--- src/hw/muldiv_pkg.sv ---
package muldiv_pkg;

    // operand and accumulator widths
    localparam int XLEN   = 32;
    localparam int HILO_W = 2 * XLEN;
    localparam int OP_W   = 3;

    // one quotient bit per divider iteration
    localparam int DIV_CYCLES = 32;

    // counters must also hold the decode cancel window of DIV_CYCLES + 2
    localparam int DIV_CNT_W = $clog2(DIV_CYCLES + 3);

    typedef logic [DIV_CNT_W-1:0] div_cnt_t;

    typedef enum logic [OP_W-1:0] {
        OP_MULT   = 3'd0,
        OP_MADD   = 3'd1,
        OP_MSUB   = 3'd2,
        OP_DIV    = 3'd3,
        OP_MTHILO = 3'd4
    } op_t;

    // how a finished result is merged into HI/LO
    typedef enum logic [1:0] {
        WB_SET = 2'd0,
        WB_ADD = 2'd1,
        WB_SUB = 2'd2
    } wb_kind_t;

endpackage

--- src/hw/hilo_result.sv ---
module hilo_result (
    input  logic                          clk,
    input  logic                          rst_n,
    input  logic                          ex_valid,
    input  logic [muldiv_pkg::HILO_W-1:0] ex_value,
    input  muldiv_pkg::wb_kind_t          wb_kind,
    input  logic                          res_ready,
    output logic                          res_valid,
    output logic [muldiv_pkg::HILO_W-1:0] hilo,
    output logic                          res_done
);

    logic [muldiv_pkg::HILO_W-1:0] hilo_q;

    assign hilo     = hilo_q;
    assign res_done = res_valid && res_ready;

    // decode holds off new requests until res_done,
    // so ex_valid never arrives while a result is waiting
    always_ff @(posedge clk) begin
        if (!rst_n) begin
            hilo_q    <= '0;
            res_valid <= 1'b0;
        end else begin
            if (ex_valid) begin
                case (wb_kind)
                    muldiv_pkg::WB_ADD: hilo_q <= hilo_q + ex_value;
                    muldiv_pkg::WB_SUB: hilo_q <= hilo_q - ex_value;
                    default:            hilo_q <= ex_value;
                endcase
                res_valid <= 1'b1;
            end else if (res_done) begin
                res_valid <= 1'b0;
            end
        end
    end

endmodule

--- src/hw/muldiv_decode.sv ---
module muldiv_decode (
    input  logic                          clk,
    input  logic                          rst_n,
    input  logic                          flush,
    input  logic                          in_valid,
    input  logic [muldiv_pkg::OP_W-1:0]   op,
    input  logic                          is_unsigned,
    input  logic [muldiv_pkg::XLEN-1:0]   operand_a,
    input  logic [muldiv_pkg::XLEN-1:0]   operand_b,
    input  logic                          res_done,
    output logic                          in_ready,
    output logic                          issue,
    output logic                          is_div,
    output logic                          is_move,
    output logic                          is_unsigned_q,
    output muldiv_pkg::wb_kind_t          wb_kind,
    output logic [muldiv_pkg::XLEN-1:0]   operand_a_q,
    output logic [muldiv_pkg::XLEN-1:0]   operand_b_q
);

    muldiv_pkg::op_t      op_e;
    muldiv_pkg::div_cnt_t cancel_cnt;
    logic                 busy;
    logic                 accept;
    logic                 div_req;

    assign op_e     = muldiv_pkg::op_t'(op);
    assign div_req  = (op_e == muldiv_pkg::OP_DIV);
    assign in_ready = !busy && !flush;
    assign accept   = in_valid && in_ready;

    // busy covers the whole operation, from acceptance until the result handshake.
    // cancel_cnt counts the cycles in which a flush can still stop the write to HI/LO;
    // once it reaches zero the result is committed and only res_done frees the unit
    always_ff @(posedge clk) begin
        if (!rst_n) begin
            busy       <= 1'b0;
            issue      <= 1'b0;
            cancel_cnt <= '0;
        end else begin
            issue <= accept;
            if (accept) begin
                busy <= 1'b1;
                if (div_req) begin
                    cancel_cnt <= muldiv_pkg::div_cnt_t'(muldiv_pkg::DIV_CYCLES + 2);
                end else begin
                    cancel_cnt <= muldiv_pkg::div_cnt_t'(1);
                end
            end else begin
                if (res_done || (flush && cancel_cnt != '0)) begin
                    busy <= 1'b0;
                end
                if (flush) begin
                    cancel_cnt <= '0;
                end else if (cancel_cnt != '0) begin
                    cancel_cnt <= cancel_cnt - 1'b1;
                end
            end
        end
    end

    // request payload, only meaningful while issue is high
    always_ff @(posedge clk) begin
        if (accept) begin
            operand_a_q   <= operand_a;
            operand_b_q   <= operand_b;
            is_unsigned_q <= is_unsigned;
            is_div        <= div_req;
            is_move       <= (op_e == muldiv_pkg::OP_MTHILO);
            case (op_e)
                muldiv_pkg::OP_MADD: wb_kind <= muldiv_pkg::WB_ADD;
                muldiv_pkg::OP_MSUB: wb_kind <= muldiv_pkg::WB_SUB;
                default:             wb_kind <= muldiv_pkg::WB_SET;
            endcase
        end
    end

endmodule

--- src/hw/muldiv_execute.sv ---
module muldiv_execute (
    input  logic                          clk,
    input  logic                          rst_n,
    input  logic                          flush,
    input  logic                          issue,
    input  logic                          is_div,
    input  logic                          is_move,
    input  logic                          is_unsigned,
    input  muldiv_pkg::wb_kind_t          wb_kind,
    input  logic [muldiv_pkg::XLEN-1:0]   operand_a,
    input  logic [muldiv_pkg::XLEN-1:0]   operand_b,
    output logic                          ex_valid,
    output logic [muldiv_pkg::HILO_W-1:0] ex_value,
    output muldiv_pkg::wb_kind_t          ex_wb_kind
);

    localparam int W = muldiv_pkg::XLEN;

    logic [W-1:0]                   mag_a;
    logic [W-1:0]                   mag_b;
    logic                           sign_diff;
    logic                           div_start;
    logic                           div_done;
    logic [W-1:0]                   div_quo;
    logic [W-1:0]                   div_rem;
    logic [W-1:0]                   quo_fix;
    logic [W-1:0]                   rem_fix;
    logic [muldiv_pkg::HILO_W-1:0]  val_q;
    logic [muldiv_pkg::HILO_W-1:0]  div_res_q;
    logic                           neg_q;
    logic                           rem_neg_q;
    logic                           div_zero_q;
    logic                           mul_valid_q;
    logic                           div_valid_q;

    // signed operands are handled as magnitudes, signs are restored afterwards
    assign mag_a     = (is_unsigned || !operand_a[W-1]) ? operand_a : -operand_a;
    assign mag_b     = (is_unsigned || !operand_b[W-1]) ? operand_b : -operand_b;
    assign sign_diff = !is_unsigned && (operand_a[W-1] ^ operand_b[W-1]);
    assign div_start = issue && is_div;

    seq_divider u_divider (
        .clk       (clk),
        .rst_n     (rst_n),
        .start     (div_start),
        .abort     (flush),
        .dividend  (mag_a),
        .divisor   (mag_b),
        .quotient  (div_quo),
        .remainder (div_rem),
        .done      (div_done)
    );

    // for a divide, val_q keeps the divide-by-zero result {operand_a, all ones}
    always_ff @(posedge clk) begin
        if (issue) begin
            if (is_move) begin
                val_q <= {operand_a, operand_b};
            end else if (is_div) begin
                val_q <= {operand_a, {W{1'b1}}};
            end else begin
                val_q <= {{W{1'b0}}, mag_a} * {{W{1'b0}}, mag_b};
            end
            neg_q      <= sign_diff && !is_move;
            rem_neg_q  <= !is_unsigned && operand_a[W-1];
            div_zero_q <= (operand_b == '0);
            ex_wb_kind <= wb_kind;
        end
    end

    // quotient negated on differing signs, remainder follows the dividend
    assign quo_fix = neg_q ? -div_quo : div_quo;
    assign rem_fix = rem_neg_q ? -div_rem : div_rem;

    always_ff @(posedge clk) begin
        if (div_done) begin
            div_res_q <= div_zero_q ? val_q : {rem_fix, quo_fix};
        end
    end

    always_ff @(posedge clk) begin
        if (!rst_n) begin
            mul_valid_q <= 1'b0;
            div_valid_q <= 1'b0;
        end else begin
            mul_valid_q <= issue && !is_div && !flush;
            div_valid_q <= div_done && !flush;
        end
    end

    assign ex_valid = mul_valid_q || div_valid_q;
    assign ex_value = div_valid_q ? div_res_q : (neg_q ? -val_q : val_q);

endmodule

--- src/hw/muldiv_top.sv ---
module muldiv_top (
    input  logic                          clk,
    input  logic                          rst_n,
    input  logic                          flush,
    input  logic                          in_valid,
    input  logic [muldiv_pkg::OP_W-1:0]   op,
    input  logic                          is_unsigned,
    input  logic [muldiv_pkg::XLEN-1:0]   operand_a,
    input  logic [muldiv_pkg::XLEN-1:0]   operand_b,
    input  logic                          res_ready,
    output logic                          in_ready,
    output logic                          res_valid,
    output logic [muldiv_pkg::HILO_W-1:0] hilo
);

    logic                          issue;
    logic                          dec_is_div;
    logic                          dec_is_move;
    logic                          dec_is_unsigned;
    muldiv_pkg::wb_kind_t          dec_wb_kind;
    logic [muldiv_pkg::XLEN-1:0]   dec_operand_a;
    logic [muldiv_pkg::XLEN-1:0]   dec_operand_b;
    logic                          ex_valid;
    logic [muldiv_pkg::HILO_W-1:0] ex_value;
    muldiv_pkg::wb_kind_t          ex_wb_kind;
    logic                          res_done;

    muldiv_decode u_decode (
        .clk           (clk),
        .rst_n         (rst_n),
        .flush         (flush),
        .in_valid      (in_valid),
        .op            (op),
        .is_unsigned   (is_unsigned),
        .operand_a     (operand_a),
        .operand_b     (operand_b),
        .res_done      (res_done),
        .in_ready      (in_ready),
        .issue         (issue),
        .is_div        (dec_is_div),
        .is_move       (dec_is_move),
        .is_unsigned_q (dec_is_unsigned),
        .wb_kind       (dec_wb_kind),
        .operand_a_q   (dec_operand_a),
        .operand_b_q   (dec_operand_b)
    );

    muldiv_execute u_execute (
        .clk         (clk),
        .rst_n       (rst_n),
        .flush       (flush),
        .issue       (issue),
        .is_div      (dec_is_div),
        .is_move     (dec_is_move),
        .is_unsigned (dec_is_unsigned),
        .wb_kind     (dec_wb_kind),
        .operand_a   (dec_operand_a),
        .operand_b   (dec_operand_b),
        .ex_valid    (ex_valid),
        .ex_value    (ex_value),
        .ex_wb_kind  (ex_wb_kind)
    );

    hilo_result u_result (
        .clk       (clk),
        .rst_n     (rst_n),
        .ex_valid  (ex_valid),
        .ex_value  (ex_value),
        .wb_kind   (ex_wb_kind),
        .res_ready (res_ready),
        .res_valid (res_valid),
        .hilo      (hilo),
        .res_done  (res_done)
    );

endmodule

--- src/hw/seq_divider.sv ---
module seq_divider (
    input  logic                        clk,
    input  logic                        rst_n,
    input  logic                        start,
    input  logic                        abort,
    input  logic [muldiv_pkg::XLEN-1:0] dividend,
    input  logic [muldiv_pkg::XLEN-1:0] divisor,
    output logic [muldiv_pkg::XLEN-1:0] quotient,
    output logic [muldiv_pkg::XLEN-1:0] remainder,
    output logic                        done
);

    localparam int W = muldiv_pkg::XLEN;

    muldiv_pkg::div_cnt_t cnt;
    logic [W-1:0]         rem_q;
    logic [W-1:0]         quo_q;
    logic [W-1:0]         dvs_q;
    logic [W:0]           trial;

    // shift the next dividend bit into the partial remainder and try the subtraction,
    // a set top bit means the divisor did not fit
    assign trial = {rem_q, quo_q[W-1]} - {1'b0, dvs_q};

    assign quotient  = quo_q;
    assign remainder = rem_q;

    always_ff @(posedge clk) begin
        if (!rst_n) begin
            cnt  <= '0;
            done <= 1'b0;
        end else if (abort) begin
            cnt  <= '0;
            done <= 1'b0;
        end else if (start) begin
            cnt  <= muldiv_pkg::div_cnt_t'(muldiv_pkg::DIV_CYCLES);
            done <= 1'b0;
        end else begin
            // done follows the last iteration by one edge
            done <= (cnt == muldiv_pkg::div_cnt_t'(1));
            if (cnt != '0) begin
                cnt <= cnt - 1'b1;
            end
        end
    end

    // the dividend register doubles as the quotient shift register
    always_ff @(posedge clk) begin
        if (start) begin
            rem_q <= '0;
            quo_q <= dividend;
            dvs_q <= divisor;
        end else if (cnt != '0) begin
            if (!trial[W]) begin
                rem_q <= trial[W-1:0];
                quo_q <= {quo_q[W-2:0], 1'b1};
            end else begin
                rem_q <= {rem_q[W-2:0], quo_q[W-1]};
                quo_q <= {quo_q[W-2:0], 1'b0};
            end
        end
    end

endmodule

--- config.mk ---
export PLATFORM = sky130hd
export DESIGN_NAME = muldiv_top
export DESIGN_NICKNAME = d
export VERILOG_FILES = /design/src/hw/muldiv_pkg.sv /design/src/hw/hilo_result.sv /design/src/hw/muldiv_decode.sv /design/src/hw/muldiv_execute.sv /design/src/hw/muldiv_top.sv /design/src/hw/seq_divider.sv
export SDC_FILE = /design/constraint.sdc
export NUM_CORES = 2
export LEC_CHECK = 0
export ABC_AREA = 0
export BUFFER_PORTS_ARGS = -buffer_cell sky130_fd_sc_hd__buf_4
export CORE_MARGIN = 1
export CORE_UTILIZATION = 60
export CTS_BUF_LIST = sky130_fd_sc_hd__clkbuf_2
export CTS_CLUSTER_DIAMETER = 120
export DETAILED_ROUTE_END_ITERATION = 8
export PLACE_DENSITY = 0.83
export SETUP_SLACK_MARGIN = 0.15
export SYNTH_ARGS = -nofsm -noshare
export SYNTH_HDL_FRONTEND = slang
export SYNTH_SLANG_ARGS = --single-unit
--- constraint.sdc ---
create_clock -name clk -period 16 [get_ports clk]
set_input_delay 0.8 -clock clk [delete_from_list [all_inputs] [get_ports clk]]
set_output_delay 0.8 -clock clk [all_outputs]
set_load 0.005 [all_outputs]
# Word level (Yosys, flattened, before mapping)
# Index checks and enable logic that the tools add are counted.
word_totals:
  ff_bits: 380
  inputBits: 73
  elab_cells: 101
classes:
  addsub: 10
  multipliers: 1
  eq_ne: 7
  mux: 25
  n_bitwise: 2
  reduce_logical: 31
op_table:
  columns: ["op", "count"]
  rows:
  - ["$mux 64", 5]
  - ["$mux 32", 7]
  - ["$neg 32->32", 4]
  - ["$pmux 64 s2", 1]
  - ["$add 64x64->64", 1]
  - ["$mul 32x32->64", 1]
  - ["$neg 64->64", 1]
  - ["$sub 64x64->64", 1]
  - ["$mux 6", 6]
  - ["$sub 33x32->33", 1]
  - ["$logic_not 32->1", 1]
  - ["$reduce_bool 6->1", 2]
  - ["$sub 6x1->6 const B", 2]
  - ["$logic_and 1x1->1", 11]
  - ["$logic_not 1->1", 7]
  - ["$eq 3x2->1 const B", 2]
  - ["$eq 6x1->1 const B", 1]
  - ["$reduce_bool 2->1", 3]
  - ["$mux 1", 5]
  - ["$logic_or 1x1->1", 4]
  - ["$pmux 2 s2", 1]
  - ["$eq 3x1->1 const B", 1]
  - ["$eq 3x3->1 const B", 1]
  - ["$reduce_bool 3->1", 1]
  - ["6 further kinds", 6]

# Logic depth before layout (Yosys ltp)
logic_depth:
  depth_word: 6
  depth_mapped: 38
  ltp_nobuf: 36

# By module
# From an unflattened synthesis, not the netlist that was laid out.
hier_totals:
  cells_unflattened: 6700
  hier_area_um2: 58392.3
modules_own_cells:
  columns: ["module", "instances", "cells_per_inst", "area_per_inst_um2", "seq_area_each_um2"]
  rows:
  - ["muldiv_execute", 1, 4857, 41838.9, 4033.9]
  - ["hilo_result", 1, 1121, 8092.8, 1301.2]
  - ["seq_divider", 1, 601, 5952.0, 2702.6]
  - ["muldiv_decode", 1, 121, 2508.7, 2232.1]

# Worst setup path after synthesis
# No wires, ideal clock.
synth_path:
  kind: "register -> register"
  start: "reg u_decode.operand_a_q[2] (netlist name)"
  end: "reg u_execute.val_q[51] (netlist name), data pin"
  setup_ps: 270
  arrival_ps: 10140
  t_required_ps: 15730
  path_slack_ps: 5590
  path_stages_with_launch: 37
  n_path_buf: 3
  cell_sequence: "edfxtp_1 > clkbuf_1 > nor3_1 > nand2_1 > nor4_1 > nand2_1 > nor2_1 > nand2_1 > o31ai_1 > nand2_1 > xnor2_1 > clkbuf_1 > nor2_1 > fa_1 > inv_1 > fa_1 > fa_1 > fa_1 > inv_1 > fa_1 > fa_1 > fa_1 > fa_1 > ha_1 > clkbuf_1 > a21o_1 > a21o_1 > a21oi_1 > o21ai_0 > a221o_1 > a221o_1 > o21a_1 > or2_2 > a41oi_1 > o21ai_0 > nand4_1 > or3b_2"
synth_via:
  elab_chain_len: 5
synth_lines:
  columns: ["item", "line", "rtl"]
  rows:
  - ["start, declared", "muldiv_decode.sv:17", "output logic [muldiv_pkg::XLEN-1:0] operand_a_q,"]
  - ["start signal, assigned", "muldiv_decode.sv:65", "operand_a_q <= operand_a;"]
  - ["$neg 32->32", "muldiv_execute.sv:37", "assign mag_a = (is_unsigned || !operand_a[W-1]) ? operand_a : -operand_a;"]
  - ["$mux 32 *", "muldiv_execute.sv:37", null]
  - ["$mul 32x32->64 *", "muldiv_execute.sv:62", "val_q <= {{W{1'b0}}, mag_a} * {{W{1'b0}}, mag_b};"]
  - ["$mux 64 *", "muldiv_execute.sv:59", "end else if (is_div) begin"]
  - ["$mux 64 *", "muldiv_execute.sv:57", "if (is_move) begin"]
  - ["end signal, assigned", "muldiv_execute.sv:58", "val_q <= {operand_a, operand_b};"]
  - ["end signal, assigned", "muldiv_execute.sv:60", "val_q <= {operand_a, {W{1'b1}}};"]
  - ["end signal, assigned", "muldiv_execute.sv:62", null]
  - ["end, declared", "muldiv_execute.sv:28", "logic [muldiv_pkg::HILO_W-1:0] val_q;"]
# Every way passes the cells marked *; elsewhere a longest branch is shown, timed or not.
# A chain may end at the register's enable or synchronous reset.

# Final worst setup path
layout_path:
  start: "reg u_decode.operand_b_q[21] (netlist name)"
  end: "reg u_execute.val_q[51] (netlist name), data pin"
layout_via:
  elab_chain_len: 5
layout_lines:
  columns: ["item", "line", "rtl"]
  rows:
  - ["start, declared", "muldiv_decode.sv:18", "output logic [muldiv_pkg::XLEN-1:0] operand_b_q"]
  - ["start signal, assigned", "muldiv_decode.sv:66", "operand_b_q <= operand_b;"]
  - ["$neg 32->32", "muldiv_execute.sv:38", "assign mag_b = (is_unsigned || !operand_b[W-1]) ? operand_b : -operand_b;"]
  - ["$mux 32 *", "muldiv_execute.sv:38", null]
  - ["$mul 32x32->64 *", "muldiv_execute.sv:62", null]
  - ["$mux 64 *", "muldiv_execute.sv:59", null]
  - ["$mux 64 *", "muldiv_execute.sv:57", null]
# Marks and branches as above.

==> run_results.csv <==
group,metric,value,unit
setup_path,crit_family,"adder cells",
placed_design,dp_hpwl,166000,um
floorplan,dieArea,100000,sq um
clock_network,clk_latency,1370,ps
placed_design,place_congestion,1.08,
yosys,synth_top_area_share,0.303,
clock_network,htreeDepth,3,
layout,fillers,7940,
yosys,synthMostInstantiatedCell,"inv_1",
sta,setup-tns-final,0,ps
setup_path,crit_top_cell,"fa_1",
yosys,synth_cells,6884,
setup_path,cp.arrival,12990,ps
clock_network,clk_pin_slew_worst_paths,100,ps
sta,relSlewSlack,0.0337,
yosys,yosysWarnings,0,
yosys,async_flop_share,0,
yosys,synth_cell_types,89,
route,drt-wirelength-per-cell,26.4,um
clock_network,cts_tree,"done",
sta,worst_pin_slew,1450,ps
min_path,hold_end,"u_decode.operand_b_q[21]$_DFFE_PP_",
sta,finalCriticalPeriod,11970,ps
route,remaining_drc_errors,0,
floorplan,rows,114,
layout,drive_gt1_frac,0.0798,
yosys,synth-edff-count,266,
yosys,ys_seq_area_frac,0.173,
layout,syn_to_final_growth,7.79,%
setup_path,critPathMaxStageDelay,740,ps
setup_path,cp.required,17020,ps
clock_network,postCtsSetupBuffers,0,
yosys,yosys_most_used_dff,"edfxtp_1",
sta,maxSlewViolCount,0,
sta,fin_crit_sh,0.748,
clock_network,numCtsBuffers,106,
setup_path,r2r_cells,32,
clock_network,clockBufferDepth,3,
yosys,synth_area,59300,sq um
sta,max_freq,83.5,MHz
layout,fin_util,0.657,
setup_path,endpoint_kind,"flip-flop",
setup_path,path_class,"reg -> reg",
route,ant_nets,0,
grt,overflow,0,
min_path,hp-class,"in -> reg",
yosys,post-synth-top-area-cell,"fa_1",
grt,grt_max_degree,103,
setup_path,cpMaxStageDelayCell,"inv_1",
placed_design,io_buffer_count,138,
route,drtIter0Drc,6867,
sta,hold_viol,0,
grt,grt_use_total,0.446,
yosys,ys_ff_latch,380,
route,drtPass1Iterations,9,
floorplan,die_w,316,um
floorplan,coreArea,97300,sq um
setup_path,reg2reg_from,"u_decode.operand_b_q[21]$_DFFE_PP_",
setup_path,reg2reg_slack,4030,ps
min_path,hold_depth,2,
yosys,synth_area_leaders,"fa_1, edfxtp_1, ha_1",
run,drv_cap,0,
setup_path,path_buf_inv,3,
clock_network,cts_sinks,380,
outcome,status,"completed",
floorplan,io_pins,139,
grt,grt_pass1_vias,53600,
yosys,synth_common_cells,"inv_1, fa_1, nand2_1",
clock_network,root_buffer,"clkbuf_2",
setup_path,path_max_fanout,15,
floorplan,initial_utilization,0.609,
min_path,min_from,"operand_b[21]",
grt,antenna_found_initial,16,
sta,finClkSkew,183,ps
yosys,synth_nets,8224,
route,viasPerCell,6.42,
sta,setup_viol,0,
yosys,syn_avg_cell_area,8.61,sq um
route,wirelength,220000,um
sta,rsz0062_at_grt,"no",
route,num_vias,53600,
setup_path,setup.worst_path.start_class,"flip-flop",
grt,grt_pass1_wl,328000,um
floorplan,die_h,316,um
layout,fin_nets,8317,
setup_path,r2r-end,"u_execute.val_q[51]$_DFFE_PP_",
## per-stage QoR
stage | hold slack [ps] | setup slack [ps] | instances | instance area, sq um
2_1_floorplan | 400 | 5590 | 6884 | 59300
3_3_place_gp | 400 | 4660 | 8069 | 62000
3_5_place_dp | 405 | 4610 | 8069 | 62000
4_1_cts | 92.3 | 4440 | 8341 | 63900
5_1_grt | 133 | 3990 | 8344 | 63900
6_report | 193 | 4030 | 8349 | 63900
## flip-flops by register name (all words and copies together), names as in the netlist, 2 cells and up
signal,flops
u_result.hilo,64
u_execute.div_res_q,64
u_execute.u_divider.cnt,6
u_execute.u_divider.remainder,32
u_decode.wb_kind,2
u_execute.ex_wb_kind,2
u_execute.val_q,64
u_decode.cancel_cnt,6
u_execute.u_divider.quotient,32
u_decode.operand_a_q,32
u_execute.u_divider.dvs_q,32
u_decode.operand_b_q,32
## cells by family after synthesis
kind of cell / Yosys count / share of synthesized area
AOI/OAI and AO/OA: 1200 / 0.127
xor gates and xnor gates: 379 / 0.0561
adders and majority gates: 1267 / 0.381
buffers and inverters: 1378 / 0.0880
DFF: 380 / 0.173
muxes: 29 / 0.00511
and+or+nand+nor: 2251 / 0.169
## worst max-delay path by stage
stage                                             startpoint                             to  slack [ps]  depth (start not counted)
after detailed placement  u_decode.operand_b_q[21]$_DFFE_PP_  u_execute.val_q[51]$_DFFE_PP_        4610                         32
after floorplan            u_decode.operand_a_q[2]$_DFFE_PP_  u_execute.val_q[51]$_DFFE_PP_        5590                         36
after global placement    u_decode.operand_b_q[21]$_DFFE_PP_  u_execute.val_q[51]$_DFFE_PP_        4660                         32
after global routing      u_decode.operand_b_q[21]$_DFFE_PP_  u_execute.val_q[51]$_DFFE_PP_        3990                         32
final                     u_decode.operand_b_q[21]$_DFFE_PP_  u_execute.val_q[51]$_DFFE_PP_        4030                         32
after CTS                 u_decode.operand_b_q[21]$_DFFE_PP_  u_execute.val_q[51]$_DFFE_PP_        4440                         32
## cell type report
type	count	area, sq um	area share
Antenna cell	8	20.0	0.000313
Clock inverter	56	425	0.00666
Sequential cell	380	10300	0.161
Inverter	1009	3790	0.0593
Timing Repair Buffer	354	2850	0.0446
Multi-Input combinational cell	5126	44200	0.692
Clock buffer	140	701	0.0110
Tap cell	1276	1600	0.0250
## timing repair
item / CTS / global route
resized for setup: 0 / 0
hold endpoints to repair: 124 / 0
hold buffers: 76 / 0
setup endpoints to repair: 0 / 0
## per-layer routing
metal	vias up	routed length, um	GRT usage
met2	3987	93700	0.655
met3	1015	32500	0.162
met1	25900	77400	0.560
met5	-	349	0.0147
met4	20	16500	0.275
li1	22600	-	-
## placed cells by master (no fill, tap or decap), drive strengths merged, types with 207 or more instances in the layout
master / synthesis / layout
buf: 25 / 278
a21oi: 323 / 323
edfxtp: 266 / 266
o21ai: 362 / 362
nand2: 879 / 879
nor2: 782 / 782
inv: 991 / 994
xnor2: 207 / 207
fa: 898 / 898
ha: 369 / 369
Power is left out: the tool's default activity adds up to more than one toggle a clock period on the data nets, which glitch-free logic cannot reach.
